--- src/hw/mu_consts.svh ---
// Bus widths, window bases and sizes, register addresses and SPI timing
`ifndef MU_CONSTS_SVH
`define MU_CONSTS_SVH

// ----------------------------------------
// Bus and RAM port widths
// ----------------------------------------
`define MU_ADDR_W           27
`define MU_DATA_W           32
`define MU_VRAM_ADDR_W      14

// ----------------------------------------
// Video RAM windows
// ----------------------------------------
`define MU_VRAM32_BASE      27'hC00000
`define MU_VRAM32_SIZE      27'd1056
`define MU_VRAM8_BASE       27'hC00420
`define MU_VRAM8_SIZE       27'd8194

// ----------------------------------------
// I/O registers
// ----------------------------------------
`define MU_SPI_DATA_ADDR    27'hC0272B
`define MU_SPI_CS_ADDR      27'hC0272C
`define MU_SPI_NINT_ADDR    27'hC0272D
`define MU_GPIO_ADDR        27'hC02737

// System clocks per half SPI bit
`define MU_SPI_HALF_BIT     2

`endif

--- src/hw/mu_pkg.sv ---
// Bus, access, RAM request and write-data types of the memory unit
package mu_pkg;

    `include "mu_consts.svh"

    typedef logic [`MU_DATA_W-1:0] mu_word_t;
    typedef logic [`MU_ADDR_W-1:0] mu_addr_t;

    // Request from the bus master
    typedef struct packed {
        logic     start;
        logic     we;
        mu_addr_t addr;
        mu_word_t data;
    } mu_bus_req_t;

    // Written word seen as a data byte
    typedef struct packed {
        logic [23:0] unused;
        logic [7:0]  data;
    } mu_wbyte_t;

    // Written word seen as control fields
    typedef struct packed {
        logic [23:0] unused;
        logic [3:0]  gpo;
        logic [2:0]  unused_lo;
        logic        flag;
    } mu_wctrl_t;

    typedef union packed {
        mu_wbyte_t bytes;
        mu_wctrl_t ctrl;
    } mu_wdata_u;

    typedef enum logic [2:0] {
        tgt_unmapped,
        tgt_vram32,
        tgt_vram8,
        tgt_spi_data,
        tgt_spi_cs,
        tgt_spi_nint,
        tgt_gpio
    } mu_target_e;

    // Decoded access
    typedef struct packed {
        logic                      start;
        logic                      we;
        mu_target_e                target;
        logic [`MU_VRAM_ADDR_W-1:0] offset;
        mu_wdata_u                 wdata;
    } mu_access_t;

    typedef struct packed {
        logic [`MU_VRAM_ADDR_W-1:0] addr;
        mu_word_t                  data;
        logic                      we;
    } mu_vram32_req_t;

    typedef struct packed {
        logic [`MU_VRAM_ADDR_W-1:0] addr;
        logic [7:0]                data;
        logic                      we;
    } mu_vram8_req_t;

endpackage

--- src/hw/memory_unit.sv ---
// Memory-mapped I/O unit top level: decode, execute and result
`timescale 1ns/1ns

module memory_unit
(
    input  logic                   clk,
    input  logic                   reset,
    input  mu_pkg::mu_bus_req_t    i_bus,
    output mu_pkg::mu_word_t       o_bus_q,
    output logic                   o_bus_done,
    output mu_pkg::mu_vram32_req_t o_vram32,
    input  mu_pkg::mu_word_t       i_vram32_q,
    output mu_pkg::mu_vram8_req_t  o_vram8,
    input  logic [7:0]             i_vram8_q,
    output logic                   o_spi_clk,
    output logic                   o_spi_mosi,
    output logic                   o_spi_cs,
    input  logic                   i_spi_miso,
    input  logic                   i_spi_nint,
    input  logic [3:0]             i_gpi,
    output logic [3:0]             o_gpo
);

    import mu_pkg::*;

    mu_access_t access;
    logic       complete;
    logic [7:0] spi_rx;

    mu_decode u_decode
    (
        .i_bus    (i_bus),
        .o_access (access)
    );

    mu_execute u_execute
    (
        .clk        (clk),
        .reset      (reset),
        .i_access   (access),
        .o_vram32   (o_vram32),
        .o_vram8    (o_vram8),
        .o_spi_clk  (o_spi_clk),
        .o_spi_mosi (o_spi_mosi),
        .i_spi_miso (i_spi_miso),
        .o_spi_cs   (o_spi_cs),
        .o_gpo      (o_gpo),
        .o_spi_rx   (spi_rx),
        .o_complete (complete)
    );

    // Register values read back through the pins they drive
    mu_result u_result
    (
        .clk        (clk),
        .reset      (reset),
        .i_access   (access),
        .i_complete (complete),
        .i_vram32_q (i_vram32_q),
        .i_vram8_q  (i_vram8_q),
        .i_spi_rx   (spi_rx),
        .i_spi_cs   (o_spi_cs),
        .i_spi_nint (i_spi_nint),
        .i_gpi      (i_gpi),
        .i_gpo      (o_gpo),
        .o_bus_q    (o_bus_q),
        .o_bus_done (o_bus_done)
    );

endmodule

--- src/hw/mu_decode.sv ---
// Address decoder: target classification and window offset
`timescale 1ns/1ns

module mu_decode
(
    input  mu_pkg::mu_bus_req_t i_bus,
    output mu_pkg::mu_access_t  o_access
);

    import mu_pkg::*;

    `include "mu_consts.svh"

    // First address past each window
    localparam mu_addr_t vram32_end = `MU_VRAM32_BASE + `MU_VRAM32_SIZE;
    localparam mu_addr_t vram8_end  = `MU_VRAM8_BASE + `MU_VRAM8_SIZE;

    mu_addr_t off32;
    mu_addr_t off8;
    logic     in_vram32;
    logic     in_vram8;

    // ----------------------------------------
    // Window ranges
    // ----------------------------------------
    assign off32 = i_bus.addr - `MU_VRAM32_BASE;
    assign off8  = i_bus.addr - `MU_VRAM8_BASE;

    assign in_vram32 = (i_bus.addr >= `MU_VRAM32_BASE) && (i_bus.addr < vram32_end);
    assign in_vram8  = (i_bus.addr >= `MU_VRAM8_BASE) && (i_bus.addr < vram8_end);

    // ----------------------------------------
    // Target select
    // ----------------------------------------
    always_comb
    begin
        o_access.start  = i_bus.start;
        o_access.we     = i_bus.we;
        o_access.wdata  = i_bus.data;
        o_access.offset = '0;
        o_access.target = tgt_unmapped;

        if (in_vram32)
        begin
            o_access.target = tgt_vram32;
            o_access.offset = off32[`MU_VRAM_ADDR_W-1:0];
        end
        else if (in_vram8)
        begin
            o_access.target = tgt_vram8;
            o_access.offset = off8[`MU_VRAM_ADDR_W-1:0];
        end
        else if (i_bus.addr == `MU_SPI_DATA_ADDR)
        begin
            o_access.target = tgt_spi_data;
        end
        else if (i_bus.addr == `MU_SPI_CS_ADDR)
        begin
            o_access.target = tgt_spi_cs;
        end
        else if (i_bus.addr == `MU_SPI_NINT_ADDR)
        begin
            o_access.target = tgt_spi_nint;
        end
        else if (i_bus.addr == `MU_GPIO_ADDR)
        begin
            o_access.target = tgt_gpio;
        end
    end

endmodule

--- src/hw/mu_execute.sv ---
// Access sequencer with SPI chip-select and GPO registers and RAM port drive
`timescale 1ns/1ns

module mu_execute
(
    input  logic                   clk,
    input  logic                   reset,
    input  mu_pkg::mu_access_t     i_access,
    output mu_pkg::mu_vram32_req_t o_vram32,
    output mu_pkg::mu_vram8_req_t  o_vram8,
    output logic                   o_spi_clk,
    output logic                   o_spi_mosi,
    input  logic                   i_spi_miso,
    output logic                   o_spi_cs,
    output logic [3:0]             o_gpo,
    output logic [7:0]             o_spi_rx,
    output logic                   o_complete
);

    import mu_pkg::*;

    `include "mu_consts.svh"

    logic served;
    logic pending;
    logic is_vram;
    logic is_xfer;
    logic vram_write;
    logic accept;
    logic spi_start;
    logic spi_busy;
    logic spi_done;

    // ----------------------------------------
    // Access classes
    // ----------------------------------------
    assign is_vram    = (i_access.target == tgt_vram32) || (i_access.target == tgt_vram8);
    assign is_xfer    = (i_access.target == tgt_spi_data) && i_access.we;
    assign vram_write = is_vram && i_access.we;

    // New access, held off while the shift engine is still running
    assign accept    = i_access.start && !served && !pending && !(is_xfer && spi_busy);
    assign spi_start = accept && is_xfer;

    // VRAM writes finish at once, everything else one cycle later
    // except SPI transfers, which finish with the shift engine
    assign o_complete = (accept && vram_write)
                      || (pending && !is_xfer)
                      || (pending && is_xfer && spi_done);

    always_ff @(posedge clk)
    begin
        if (reset)
        begin
            served  <= 1'b0;
            pending <= 1'b0;
        end
        else
        begin
            if (!i_access.start)
                served <= 1'b0;
            else if (o_complete)
                served <= 1'b1;

            if (o_complete)
                pending <= 1'b0;
            else if (accept)
                pending <= 1'b1;
        end
    end

    // ----------------------------------------
    // Registers written on completion
    // ----------------------------------------
    always_ff @(posedge clk)
    begin
        if (reset)
        begin
            o_spi_cs <= 1'b1;
            o_gpo    <= 4'd0;
        end
        else if (o_complete && i_access.we)
        begin
            if (i_access.target == tgt_spi_cs)
                o_spi_cs <= i_access.wdata.ctrl.flag;
            if (i_access.target == tgt_gpio)
                o_gpo <= i_access.wdata.ctrl.gpo;
        end
    end

    // ----------------------------------------
    // RAM ports
    // ----------------------------------------
    assign o_vram32.addr = i_access.offset;
    assign o_vram32.data = i_access.wdata;
    assign o_vram32.we   = i_access.start && i_access.we && !served
                         && (i_access.target == tgt_vram32);

    assign o_vram8.addr = i_access.offset;
    assign o_vram8.data = i_access.wdata.bytes.data;
    assign o_vram8.we   = i_access.start && i_access.we && !served
                        && (i_access.target == tgt_vram8);

    mu_spi_master
    #(
        .CLKS_PER_HALF_BIT (`MU_SPI_HALF_BIT)
    )
    u_spi
    (
        .clk        (clk),
        .reset      (reset),
        .i_start    (spi_start),
        .i_byte     (i_access.wdata.bytes.data),
        .o_busy     (spi_busy),
        .o_done     (spi_done),
        .o_byte     (o_spi_rx),
        .o_spi_clk  (o_spi_clk),
        .o_spi_mosi (o_spi_mosi),
        .i_spi_miso (i_spi_miso)
    );

endmodule

--- src/hw/mu_result.sv ---
// Read multiplexer, read-data latch and done register
`timescale 1ns/1ns

module mu_result
(
    input  logic               clk,
    input  logic               reset,
    input  mu_pkg::mu_access_t i_access,
    input  logic               i_complete,
    input  mu_pkg::mu_word_t   i_vram32_q,
    input  logic [7:0]         i_vram8_q,
    input  logic [7:0]         i_spi_rx,
    input  logic               i_spi_cs,
    input  logic               i_spi_nint,
    input  logic [3:0]         i_gpi,
    input  logic [3:0]         i_gpo,
    output mu_pkg::mu_word_t   o_bus_q,
    output logic               o_bus_done
);

    import mu_pkg::*;

    mu_word_t rd_word;

    // ----------------------------------------
    // Read select
    // ----------------------------------------
    always_comb
    begin
        case (i_access.target)
            tgt_vram32:
                rd_word = i_vram32_q;
            tgt_vram8:
                rd_word = {24'd0, i_vram8_q};
            tgt_spi_data:
                rd_word = {24'd0, i_spi_rx};
            tgt_spi_cs:
                rd_word = {31'd0, i_spi_cs};
            tgt_spi_nint:
                rd_word = {31'd0, i_spi_nint};
            tgt_gpio:
                // Outputs in the upper nibble, inputs below
                rd_word = {24'd0, i_gpo, i_gpi};
            default:
                rd_word = '0;
        endcase
    end

    // ----------------------------------------
    // Bus outputs
    // ----------------------------------------
    always_ff @(posedge clk)
    begin
        if (reset)
        begin
            o_bus_q    <= '0;
            o_bus_done <= 1'b0;
        end
        else
        begin
            o_bus_done <= i_complete;

            // Write cycles leave the last read word in place
            if (i_complete && !i_access.we)
                o_bus_q <= rd_word;
        end
    end

endmodule

--- src/hw/mu_spi_master.sv ---
// Byte-wide SPI mode-0 master, MSB first
`timescale 1ns/1ns

module mu_spi_master
#(
    parameter int CLKS_PER_HALF_BIT = 2
)
(
    input  logic       clk,
    input  logic       reset,
    input  logic       i_start,
    input  logic [7:0] i_byte,
    output logic       o_busy,
    output logic       o_done,
    output logic [7:0] o_byte,
    output logic       o_spi_clk,
    output logic       o_spi_mosi,
    input  logic       i_spi_miso
);

    localparam int CNT_W = $clog2(CLKS_PER_HALF_BIT + 1);
    localparam logic [CNT_W-1:0] cnt_last = CNT_W'(CLKS_PER_HALF_BIT - 1);

    logic [CNT_W-1:0] clk_cnt;
    // Counts SPI clock edges, two per bit
    logic [3:0]       edge_cnt;
    logic [7:0]       tx_shift;
    logic [7:0]       rx_shift;

    always_ff @(posedge clk)
    begin
        if (reset)
        begin
            o_busy     <= 1'b0;
            o_done     <= 1'b0;
            o_byte     <= 8'd0;
            o_spi_clk  <= 1'b0;
            o_spi_mosi <= 1'b0;
            clk_cnt    <= '0;
            edge_cnt   <= 4'd0;
        end
        else
        begin
            o_done <= 1'b0;

            if (!o_busy)
            begin
                // First bit goes out half a bit before the first rising edge
                if (i_start)
                begin
                    o_busy     <= 1'b1;
                    o_spi_mosi <= i_byte[7];
                    tx_shift   <= {i_byte[6:0], 1'b0};
                    clk_cnt    <= '0;
                    edge_cnt   <= 4'd0;
                end
            end
            else if (clk_cnt == cnt_last)
            begin
                clk_cnt   <= '0;
                o_spi_clk <= ~o_spi_clk;
                edge_cnt  <= edge_cnt + 4'd1;

                if (!o_spi_clk)
                begin
                    // Rising edge samples MISO
                    rx_shift <= {rx_shift[6:0], i_spi_miso};
                end
                else if (edge_cnt == 4'd15)
                begin
                    // Clock back at idle, byte complete
                    o_busy <= 1'b0;
                    o_done <= 1'b1;
                    o_byte <= rx_shift;
                end
                else
                begin
                    o_spi_mosi <= tx_shift[7];
                    tx_shift   <= {tx_shift[6:0], 1'b0};
                end
            end
            else
            begin
                clk_cnt <= clk_cnt + 1'b1;
            end
        end
    end

endmodule

--- config.mk ---
export PLATFORM = sky130hd
export DESIGN_NAME = memory_unit
export DESIGN_NICKNAME = d
export VERILOG_FILES = /design/src/hw/mu_pkg.sv /design/src/hw/memory_unit.sv /design/src/hw/mu_decode.sv /design/src/hw/mu_execute.sv /design/src/hw/mu_result.sv /design/src/hw/mu_spi_master.sv
export VERILOG_INCLUDE_DIRS = /design/src /design/src/hw
export SDC_FILE = /design/constraint.sdc
export NUM_CORES = 1
export LEC_CHECK = 0
export BUFFER_PORTS_ARGS = -buffer_cell sky130_fd_sc_hd__buf_4
export CORE_UTILIZATION = 26
export DETAILED_ROUTE_END_ITERATION = 10
export GPL_ROUTABILITY_DRIVEN = 0
export HOLD_SLACK_MARGIN = 0.1
export PLACE_DENSITY = 0.49
export SYNTH_ARGS = -nofsm -noshare
export SYNTH_HDL_FRONTEND = slang
export SYNTH_SLANG_ARGS = --single-unit
--- constraint.sdc ---
create_clock -name clk -period 3 [get_ports clk]
set_input_delay 0.45 -clock clk [delete_from_list [all_inputs] [get_ports clk]]
set_output_delay 0.45 -clock clk [all_outputs]
set_load 0.01 [all_outputs]
Word level (Yosys, flattened, before mapping)
Cells that the tools add are included. Widths: inputs -> output; s select.

Input bits: 109. Latch bits: 0. Logic and storage cells: 112. Memories kept: 0. RAM bits: 0. Bits in read-only memories: 0. Register bits after elaboration: 74.

Divide/modulo/power cells: 0. Shift operators: 0. $lt $le $gt $ge: 4. Equality and inequality tests: 15. Reductions and logical operators: 39. Bitwise operators: 5. Multiplexer cells: 30. Multiply operators: 0. Add/sub/neg operators: 4.

Operators by type and width (number): $pmux 32 s6 (1); $eq 27x24->1 const B (4); $ge 27x24->1 const B (2); $lt 27x24->1 const B (2); $mux 8 (5); $logic_and 1x1->1 (19); $mux 17 (1); $mux 3 (5); $mux 14 (1); $sub 14x1->14 const B (1); $sub 14x11->14 const B (1); $mux 4 (3); $reduce_and 4->1 (3); $mux 1 (11); $eq 3x3->1 const B (3); $reduce_and 2->1 (4); $eq 3x2->1 const B (2); $mux 2 (3); $logic_not 1->1 (5); $not 1->1 (5); $reduce_and 5->1 (1); $add 4x1->4 const B (1); $eq 4x4->1 const B (1); $ne 2x1->1 const B (2); other kinds (8) (11).

Longest topological paths before layout
Gate-level depths: netlist (run 1).

Depth in word-level cells: 17. Depth in mapped cells: 9. Gate-level depth less buffers: 7.

Cells and area by module
From an unflattened synthesis (run 1), not the netlist that was laid out.

Cell total of the unflattened synthesis: 493. Area total of the unflattened synthesis: 4434.3 um^2.

Modules (own cells, without submodules): mu_result (sequential area each 660.6 um^2, times used 1, cells an instance 150, area an instance 1388.8 um^2); mu_spi_master (sequential area each 810.8 um^2, times used 1, cells an instance 111, area an instance 1321.3 um^2); mu_execute (sequential area each 140.1 um^2, times used 1, cells an instance 116, area an instance 934.6 um^2); mu_decode (sequential area each 0.0 um^2, times used 1, cells an instance 116, area an instance 789.5 um^2).

Least setup slack after synthesis (run 1)
OpenSTA, ideal clock, no wires.

Kind: input port to output port. Start: input i_bus[38] (netlist name). End: output o_vram8[16] (netlist name). Data arrival time: 2.250 ns. Cell stages on the path: 9. Buffers on the path: 2. Path slack: 0.300 ns. Required time: 2.550 ns. Cells stage by stage: inv_1 -> ha_1 -> or4b_4 -> and2_4 -> nor3_4 -> buf_6 -> nor2_1 -> a221o_1 -> buf_4.

RTL lines: start: declaration (RTL line memory_unit.sv:8) `input mu_pkg::mu_bus_req_t i_bus,`; end: declaration (RTL line memory_unit.sv:13) `output mu_pkg::mu_vram8_req_t o_vram8,`.

==> metrics.md, run 1 <==
| Metric | Value |
|---|---|
| Run status | completed |
| DR pass1 iterations | 5 |
| Mapped cell area | 4203 um^2 |
| Placement Cell Area | 5311 um^2 |
| Clock Skew | 0.004570 ns |
| FF-to-FF setup slack | 0.83 ns |
| Worst r2r path cells | 5 |
| Fin cells | 789 |
| Hold Path Stages | 1 |
| Hold WC Path Type | primary input to register |
| Hold slack | 0.2942 ns |
| Routed vias | 3722 |
| Met2 WL | 5889 um |
| Design Area, Final | 5622 um^2 |
| Average cell area after synthesis | 9.340 um^2 |
| Final Cycle Share | 0.9490 |
| Sequential share of the synthesized area | 0.3834 |
| Setup TNS | 0 ns |
| Area growth, synth to finish | 33.76% |
| Ys flop type | dfxtp_1 |
| Worst path depth | 9 |
| Worst setup EP type | primary output |
| Die W | 129.1 um |
| Max Slew Vio Count | 0 |
| Wire length on met1 | 5589 um |
| Power Density | 425.4 nW/um^2 |
| Max_cap viols | 0 |
| Setup violators final | 0 |
| Post-DP HPWL | 9332 um |
| Met3 wire length | 780 um |
| Commonest non-fill, non-tap cell in the layout | buf_4 |
| Share of layout cells above drive strength 1 | 0.4729 |
| Slowest-stage cell, CP | or4b_4 |
| Synthesized netlist cell count | 450 |
| Antenna Cells | 0 |
| Worst Setup Path Type | primary input to primary output |
| RSZ-0062 raised after global routing | no |
| Crit path buffers/inverters | 3 |
| Post-synth EDFFs | 15 |
| Placed cell count | 773 |
| CTS tree | done |
| Antenna viol nets, final | 0 |
| Port-buffer cells | 170 |
| Max Clock Freq | 351.3 MHz |
| Row cnt | 46 |
| Root buffer cell | clkbuf_16 |
| FFs w/ async S/R, synth | 0 |
| Worst Hold Endpoint | u_execute.u_spi.rx_shift[0] |
| DRT iter0 DRCs | 198 |
| Fin crit period | 2.847 ns |
| CTS Sinks | 73 |
| Detailed Route WL | 12480 um |
| Syn nets | 563 |
| CTS clk-pin slew, worst paths | 0.06 ns |
| Actual slew at the worst max-slew pin | 0.7754 ns |
| H-Tree Depth | 3 |
| Leakage | 0.002227 uW |
| Reg-to-reg startpoint | u_execute.u_spi.o_busy |
| Critical path's top delay family | simple AND/OR/NAND/NOR gates |
| Slew Limit Headroom | 0.4831 |
| Slowest stage delay, CP | 0.48 ns |
| Final Hold Viols | 0 |
| DR top layer | met4 |
| Vias per cell | 4.717 |
| Worst IR Drop VDD | 264.3 uV |
| Initial antenna violation count | 0 |
| Core area | 15830 um^2 |
| Clock buffer count from CTS | 9 |
| Most frequent cells in the layout | buf_4, dfxtp_1, nand2_1, nor2_1, a21oi_2 |
| Cell Chain, Critical Path | buf_4 -> inv_1 -> ha_1 -> or4b_4 -> and2_4 -> nor3_4 -> a211oi_1 -> a221o_1 -> buf_4 |
| Largest net degree at the start of global routing | 50 |
| Effective utilization at floorplan | 0.2655 |
| Most common cell type on the critical path | buf_4 |
| Overall Global Routing Usage | 0.1501 |
| First-pass GRT wire length | 19010 um |
| Syn. warnings | 0 |
| Worst-path maximum fanout | 7 |
| # fillers | 1635 |
| Die Area | 16680 um^2 |
| DIE HEIGHT | 129.1 um |
| Arrival time worst endpoint | 2.40 ns |
| Drt drc | 0 |
| Total power | 2392 uW |
| Worst setup SP type | primary input |
| CP required | 2.55 ns |
| Reg-to-reg critical path endpoint | u_execute.u_spi.tx_shift[2] |
| Hold buffer count at cts | 0 |
| Clock Path Buffers | 2 |
| Hold wc startpoint | i_spi_miso |
| Clk_lat worst skew | 0.33 ns |
| Distinct cells, synth | 68 |
| Final global-route overflow total | 0 |
| Yosys reg bits | 73 |
| WL/cell | 15.81 um |
| Nets | 681 |
| I/O pin cnt | 219 |
| Vias in the first global route | 3669 |
## final cells by class
| cell class | instances | area [um^2] | area share |
|---|---|---|---|
| timing repair buffer | 183 | 1374 | 0.2444 |
| clock inverter | 4 | 48.80 | 0.008680 |
| clock buffer | 12 | 257.7 | 0.04585 |
| sequential | 73 | 1612 | 0.2867 |
| tap | 216 | 270.3 | 0.04807 |
| multi-input combinational | 295 | 2037 | 0.3623 |
| inverter | 6 | 22.52 | 0.004006 |
## per-layer routing
layer	track usage	vias to the layer above
li1	-	1800
met1	0.1895	1754
met2	0.2473	141
met3	0.03509	27
met4	0.05813	0
met5	0	-
## worst register-to-register path, cell delays in order, from the launching register on
cell,delay (ns)
dfxtp_1,0.53
or3_1,0.48
nor4_4,0.34
a31oi_1,0.08
nor3_1,0.25
buf_4,0.21
## stage by stage
step           worst slack, ns    util
6_report                0.1530  0.3552
5_1_grt                0.03647  0.3552
4_1_cts                 0.1176  0.3549
3_5_place_dp            0.1313  0.3356
3_3_place_gp            0.1555  0.3356
2_1_floorplan           0.3005       -
## sequential cells by signal, summed over array words and instances, names as in the netlist, 2 cells and up
| signal | count |
|---|---|
| u_execute.u_spi.tx_shift | 7 |
| u_execute.u_spi.o_byte | 8 |
| u_execute.u_spi.rx_shift | 8 |
| u_execute.u_spi.edge_cnt | 4 |
| u_execute.o_gpo | 4 |
| u_execute.u_spi.clk_cnt | 2 |
| u_result.o_bus_q | 32 |
## Yosys cell counts (all sizes together), types with 3 or more instances
master,number,area [um^2]
a21oi,37,260.3
mux2,6,67.56
and2,8,52.55
nor2,30,112.6
nor4,9,107.6
nand2,55,206.5
buf,64,504.2
inv,6,22.52
o31ai,3,22.52
edfxtp,15,450.4
a31o,8,70.07
or3,4,30.03
ha,4,50.05
nand4,8,62.56
clkbuf,12,45.04
a31oi,8,50.05
dfxtp,58,1161
nor2b,4,25.02
nand3,30,250.2
nand2b,3,18.77
nor3,16,96.35
o21ai,12,60.05
mux2i,11,110.1
a211oi,3,22.52
## kinds of logic (layout without fill, tap and decap cells)
logic type	count (synthesis)	after routing	synth area share
and+or+nand+nor	184	184	0.2682
AOI/OAI and AO/OA	87	87	0.1518
DFF	73	73	0.3834
xor gates and xnor gates	3	3	0.006253
buffers and inverters	82	205	0.1361
muxes	17	17	0.04227
adders and majority gates	4	4	0.01191
## where the power goes
part	switching (uW)	leakage, uW	internal, uW
clock network	422	0.000148	694
logic	132	0.00148	129
registers	5.64	0.000603	1010
total	560	0.00223	1830
## worst max path at each step
| stage | start | end | slack (ns) |
|---|---|---|---|
| 2_1_floorplan | i_bus[38] | o_vram8[16] | 0.30 |
| 3_3_place_gp | i_bus[38] | o_vram8[19] | 0.16 |
| 3_5_place_dp | i_bus[38] | o_vram8[19] | 0.13 |
| 4_1_cts | i_bus[38] | o_vram8[14] | 0.12 |
| 5_1_grt | i_bus[38] | o_vram8[19] | 0.04 |
| 6_report | i_bus[38] | o_vram32[43] | 0.15 |
## what timing repair did
item / 4_1_cts / 5_1_grt
gates resized for setup: 0 / 1
setup endpoints to repair: 0 / 7
hold endpoints to repair: 0 / 0
setup buffers: 0 / 0
Note: power is estimated with default switching activity, not from simulation.
==> run 2, diff against run 1 <==
Settings changed: PLACE_DENSITY 0.49 to 0.48, SYNTH_HIERARCHICAL set to 1.
==> run 2 against run 1 <==
Net effect: first-iteration DRC count is 2.5% higher; maximum frequency decreased by 19%; global-route usage shrank 0.39 points; largest cell class unchanged; via count rose by 6.9%; the run now ends with negative setup slack left; die area grew 5.4%; sequential share of layout area shrank 4.3 points; register-to-register slack improved by 0.06 ns.
==> metrics.md, run 2 <==
| Metric | Value |
|---|---|
| Worst Setup Path Type | primary input to register |
| Most frequent cells in the layout | buf_4, dfxtp_1, nor2_1, buf_6, a22oi_2 |
| Placement Cell Area | 5620 um^2 |
| Sw frac | 0.2351 |
| Internal power | 1789 uW |
| Hold buffer count at cts | 0 |
| Commonest cells post-synth | buf_4, dfxtp_1, nor2_1, a22oi_1, nand2_1 |
| Crit path from | i_bus[35] |
| Psw | 550.0 uW |
| Post-synthesis xor/xnor area fraction | 0.009876 |
| Max_cap viols | 0 |
| First-pass GRT wire length | 20610 um |
| Root buffer cell | clkbuf_16 |
| Comb pwr share | 0.137 |
| Biggest register | u_result/o_bus_q |
| Share of layout cells above drive strength 1 | 0.5538 |
| Syn nets | 605 |
| Placed cell count | 814 |
| Post-DP HPWL | 9343 um |
| Final global-route overflow total | 0 |
| Ys flop type | dfxtp_1 |
| Average cell area after synthesis | 8.994 um^2 |
| Synth Area in Adders | 0.008465 |
| CTS Sinks | 73 |
| Initial antenna violation count | 0 |
| Max Clock Freq | 284.2 MHz |
| Worst setup SP type | primary input |
| Final Hold Viols | 0 |
| DR pass1 iterations | 4 |
| Largest net degree at the start of global routing | 61 |
| Failing checks | negative setup slack |
| Nets | 739 |
| Die W | 132.6 um |
| Worst Slack Setup Final | -0.5189 ns |
| Overall Global Routing Usage | 0.1462 |
| Commonest non-fill, non-tap cell in the layout | buf_4 |
| Worst IR Drop VDD | 263.7 uV |
| H-Tree Depth | 3 |
| Clock buffer count from CTS | 9 |
| Clock Path Buffers | 2 |
| Routed vias | 3980 |
| Fin cells | 852 |
| Fin crit period | 3.519 ns |
| Largest register FFs | 32 |
| Flop pwr share | 0.430 |
| Sequential share of the synthesized area | 0.3634 |
| Compound-Gate Fraction of Synth Area | 0.1797 |
| Hold slack | 0.2999 ns |
| DIE HEIGHT | 132.6 um |
| Syn. warnings | 6 |
| Reg-to-reg startpoint | u_execute/u_spi/o_busy |
| Detailed Route WL | 13140 um |
| Setup TNS | -23.64 ns |
| Power Density | 354.2 nW/um^2 |
| RSZ-0062 raised after global routing | yes |
| Vias per cell | 4.671 |
| Leakage | 0.002713 uW |
| WL/cell | 15.42 um |
| Post-synth EDFFs | 15 |
| Worst setup EP type | register |
| Top post-synthesis cells by area | dfxtp_1, buf_4, edfxtp_1 |
| I/O pin cnt | 219 |
| Post-Synth Simple-Gate Area | 0.1938 |
| Slowest-stage cell, CP | or4_4 |
| Final core utilization | 0.3968 |
| Distinct cells, synth | 68 |
| Hold WC Path Type | primary input to register |
| Setup violators final | 64 |
| Clock power share | 0.434 |
| Yosys reg bits | 73 |
| Reg-to-reg critical path endpoint | u_execute/u_spi/edge_cnt[3] |
| Area growth, synth to finish | 48.93% |
| Count leader, synth | buf_4 |
| Core area | 16640 um^2 |
| Effective utilization at floorplan | 0.2664 |
| # fillers | 1698 |
| Area leader, netlist | dfxtp_1 |
| Antenna viol nets, final | 0 |
| Worst r2r path cells | 6 |
| DRT iter0 DRCs | 203 |
| CP required | 3.02 ns |
| Die Area | 17580 um^2 |
| Clk_lat worst skew | 0.33 ns |
| Slew Limit Headroom | 0.5562 |
| Antenna Cells | 0 |
| Synthesized netlist cell count | 493 |
| Critical path destination | u_execute/u_spi/tx_shift[4] |
| CTS clk-pin slew, worst paths | 0.05 ns |
| Run status | finished, violations left |
| Top flop regs | u_result/o_bus_q: 32 flops, u_execute/u_spi/o_byte: 8 flops, u_execute/u_spi/rx_shift: 8 flops |
| FF-to-FF setup slack | 0.89 ns |
| Design Area, Final | 6604 um^2 |
| Final Cycle Share | 1.173 |
| Worst-path maximum fanout | 7 |
| Vias in the first global route | 4046 |
| CTS tree | done |
| Arrival time worst endpoint | 3.54 ns |
| Post-synthesis mux area share | 0.03640 |
| Cell Chain, Critical Path | buf_6 -> or4_4 -> or4_4 -> o31a_1 -> a211o_4 -> a21oi_4 -> buf_6 -> and3b_1 -> nor3b_4 -> and2b_4 -> o221ai_4 -> nor2_4 |
| Drt drc | 0 |
| FFs w/ async S/R, synth | 0 |
| Slowest stage delay, CP | 0.54 ns |
| Top-area cell type share of the netlist area | 0.2619 |
| Clock Skew | 0.006346 ns |
| Row cnt | 47 |
| Largest family of logic cells by synthesized area | buffers and inverters |
| Port-buffer cells | 170 |
| Max Slew Vio Count | 0 |
| Mapped cell area | 4434 um^2 |
| Actual slew at the worst max-slew pin | 0.6657 ns |
run 2: cell count changes after synthesis, sizes merged, moves of 6 or more:
cell	before	now
nor2	30	38
nand3	30	11
buf	64	116
o21ai	12	21
nand2b	3	15
a31oi	8	0
a2bb2oi	1	7
a21oi	37	16
a31o	8	1
nand2	55	20
a22oi	0	31
a22o	1	8
run 2: stage by stage:
step                      worst slack, ns  power, uW
after floorplan                   -0.7924       1208
after global placement            -0.7288       1292
after detailed placement          -0.8372       1294
after CTS                         -0.4780       2337
after global routing              -0.6310       2434
final                             -0.5189       2339
run 2: worst min-delay path by stage:
stage                                     start                           to  cells after the start
floorplan           u_execute/u_spi/rx_shift[0]  u_execute/u_spi/rx_shift[1]                      0
global placement    u_execute/u_spi/rx_shift[6]  u_execute/u_spi/rx_shift[7]                      0
detailed placement  u_execute/u_spi/rx_shift[2]  u_execute/u_spi/rx_shift[3]                      0
CTS                                  i_spi_miso  u_execute/u_spi/rx_shift[0]                      1
global route                         i_spi_miso  u_execute/u_spi/rx_shift[0]                      1
finish                               i_spi_miso  u_execute/u_spi/rx_shift[0]                      1
run 2: timing repair:
item | in CTS | in global routing
endpoints found under the setup margin | 62 | 84
gates resized for setup | 80 | 37
gates cloned | 2 | 4
pin swaps | 31 | 23
buffers inserted | 16 | 11
endpoints found under the hold margin | 0 | 0
run 2: final cells by class:
cell class | count | area [um^2] | area share
clock inverters | 5 | 30.03 | 0.004547
flip-flops and latches | 73 | 1612 | 0.2440
multi-input cells | 286 | 2307 | 0.3494
inverters | 7 | 26.28 | 0.003979
well taps | 220 | 275.3 | 0.04168
clock buffers | 11 | 254.0 | 0.03846
repair buffers | 250 | 2100 | 0.3179
run 2: cell families (layout without fill, tap and decap cells):
group,after synthesis,count (layout)
fa+ha+maj,3,3
buf+inv,134,273
mux,15,15
simple gates,152,152
flops,73,73
compound gates,111,111
xor+xnor,5,5
run 2: critical path: cells and delay by family:
kind	cells	cell delay, ns
and+or+nand+nor	6	1.84
buffers and inverters	2	0.22
AOI/OAI and AO/OA	4	1.01
run 2: power groups by stage:
stage | sequential (uW) | combinational, uW | clock [uW]
finish | 1000 | 320 | 1010
global route | 1000 | 345 | 1080
CTS | 1000 | 298 | 1030
detailed placement | 1030 | 269 | 0
global placement | 1030 | 266 | 0
floorplan | 1030 | 183 | 0
run 2: routing by layer:
layer / GRT usage / up-vias / share of wire
li1: - / 1932 / -
met1: 0.1803 / 1906 / 0.44
met2: 0.2456 / 116 / 0.49
met3: 0.03372 / 26 / 0.044
met4: 0.05811 / 0 / 0.027
met5: 0 / - / 0
==> run 3, diff against run 2 <==
Settings changed: SKIP_CTS_REPAIR_TIMING set to 1.
Clock period 3 ns to 3.4 ns, I/O delays scaled along.
==> run 3 against run 2 <==
Net effect: the flow still finishes with violations (negative setup slack); worst setup slack improved by 0.21 ns; core utilization is 2.6 points lower; routed wire length fell by 7.5%; non-clock buffer count down 27; first-iteration DRC count down 10%; critical path depth is 3 lower; largest power group unchanged; largest cell class unchanged; clock skew about the same; clock-buffer cell count increased by 2; sequential power decreased by 11%; clock power is essentially flat; die area did not move; hold slack improved by 0.056 ns.
==> metrics.md, run 3 (synthesis gave the netlist of run 2 again) <==
| Metric | Value |
|---|---|
| Clock Path Buffers | 2 |
| Initial antenna violation count | 0 |
| Largest net degree at the start of global routing | 61 |
| CTS Sinks | 73 |
| Failing checks | negative setup slack |
| Slew Limit Headroom | 0.5281 |
| CP required | 2.89 ns |
| Clk_lat worst skew | 0.33 ns |
| Max Slew Vio Count | 0 |
| WL/cell | 14.73 um |
| Antenna Cells | 0 |
| Run status | finished, violations left |
| Final Hold Viols | 0 |
| DIE HEIGHT | 132.6 um |
| Die W | 132.6 um |
| Worst Slack Setup Final | -0.3120 ns |
| Overall Global Routing Usage | 0.1330 |
| Hold WC Path Type | primary input to register |
| Port-buffer cells | 170 |
| Worst-path maximum fanout | 4 |
| Worst IR Drop VDD | 184.2 uV |
| Vias in the first global route | 3672 |
| Largest register FFs | 32 |
| Area growth, synth to finish | 39.00% |
| Final global-route overflow total | 0 |
| Root buffer cell | clkbuf_16 |
| DRT iter0 DRCs | 182 |
| Actual slew at the worst max-slew pin | 0.7078 ns |
| Design Area, Final | 6163 um^2 |
| Row cnt | 47 |
| Final core utilization | 0.3703 |
| Nets | 712 |
| I/O pin cnt | 219 |
| Effective utilization at floorplan | 0.2664 |
| Placement Cell Area | 5484 um^2 |
| DP Worst Slack | -0.4445 ns |
| Top flop regs | u_result/o_bus_q: 32 flops, u_execute/u_spi/o_byte: 8 flops, u_execute/u_spi/rx_shift: 8 flops |
| Share of layout cells above drive strength 1 | 0.5041 |
| H-Tree Depth | 3 |
| CTS clk-pin slew, worst paths | 0.06 ns |
| Worst setup SP type | primary input |
| Post-DP HPWL | 9160 um |
| Power Density | 347.3 nW/um^2 |
| Routed vias | 3786 |
| Biggest register | u_result/o_bus_q |
| Detailed Route WL | 12150 um |
| Antenna viol nets, final | 0 |
| Drt drc | 0 |
| Worst setup EP type | primary output |
| Setup TNS | -3.885 ns |
| Clock Skew | 0.006512 ns |
| First-pass GRT wire length | 18700 um |
| Setup violators final | 54 |
| RSZ-0062 raised after global routing | yes |
| Die Area | 17580 um^2 |
| Most frequent cells in the layout | buf_4, dfxtp_1, nor2_1, nand2_1, a22oi_2 |
| Max Clock Freq | 269.4 MHz |
| Hold slack | 0.3561 ns |
| Max_cap viols | 0 |
| Final Cycle Share | 1.092 |
| Clock buffer count from CTS | 9 |
| Leakage | 0.002522 uW |
| Fin crit period | 3.712 ns |
| Commonest non-fill, non-tap cell in the layout | buf_4 |
| Vias per cell | 4.589 |
| Core area | 16640 um^2 |
| Arrival time worst endpoint | 3.20 ns |
| Worst Setup Path Type | primary input to primary output |
| CTS tree | done |
| DR pass1 iterations | 4 |
==> run 3: changes by cell type in the layout (fill, tap and decap cells not counted), moves of 4 or more <==
cell / delta
buf_12: -4
a22oi_1: +7
a22oi_2: -7
o21ai_1: -4
o21ai_2: +4
buf_6: -11
buf_4: -8
==> run 3: worst max-delay path, stage by stage <==
cell      delay (ns)
buf_6           0.09
or4_4           0.54
or4_4           0.48
o31a_1          0.31
a211o_4         0.36
buf_6           0.13
or4_4           0.49
o311ai_4        0.10
buf_4           0.18
==> run 3: per-stage QoR <==
step	power, uW	std cells
floorplan	1066	493
global placement	1130	798
detailed placement	1132	798
CTS	2151	814
global route	2226	825
finish	2140	825
==> run 3: layer usage <==
layer | wire length [um] | track usage | vias up
met5 | 0 | 0 | -
met4 | 248 | 0.05364 | 0
met3 | 422 | 0.02222 | 20
met2 | 6249 | 0.2333 | 96
met1 | 5228 | 0.1609 | 1797
li1 | - | - | 1873
==> run 3: layout make-up <==
cell class,instances,area (um^2)
fillers,1690,10480
multi-input cells,286,2180
repair buffers,223,1743
flip-flops and latches,73,1612
clock buffers,13,281.5
well taps,220,275.3
clock inverters,3,46.29
inverters,7,26.28
==> run 3: path summary, 6_finish.rpt <==
check / slack, ns / endpoint / cells past startpoint / startpoint
max: -0.31 / o_vram32[40] / 9 / i_bus[33]
min: 0.36 / u_execute/u_spi/rx_shift[0] / 1 / i_spi_miso
max reg2reg: 1.33 / u_execute/u_spi/rx_shift[0] / 4 / u_execute/u_spi/o_busy
min reg2reg: 0.46 / u_result/o_bus_q[6] / 2 / u_result/o_bus_q[6]
==> run 3: report_power, final <==
part           switching, uW  internal, uW  total (uW)
logic                    108           140         248
registers               2.98           883         886
clock network            352           654        1010
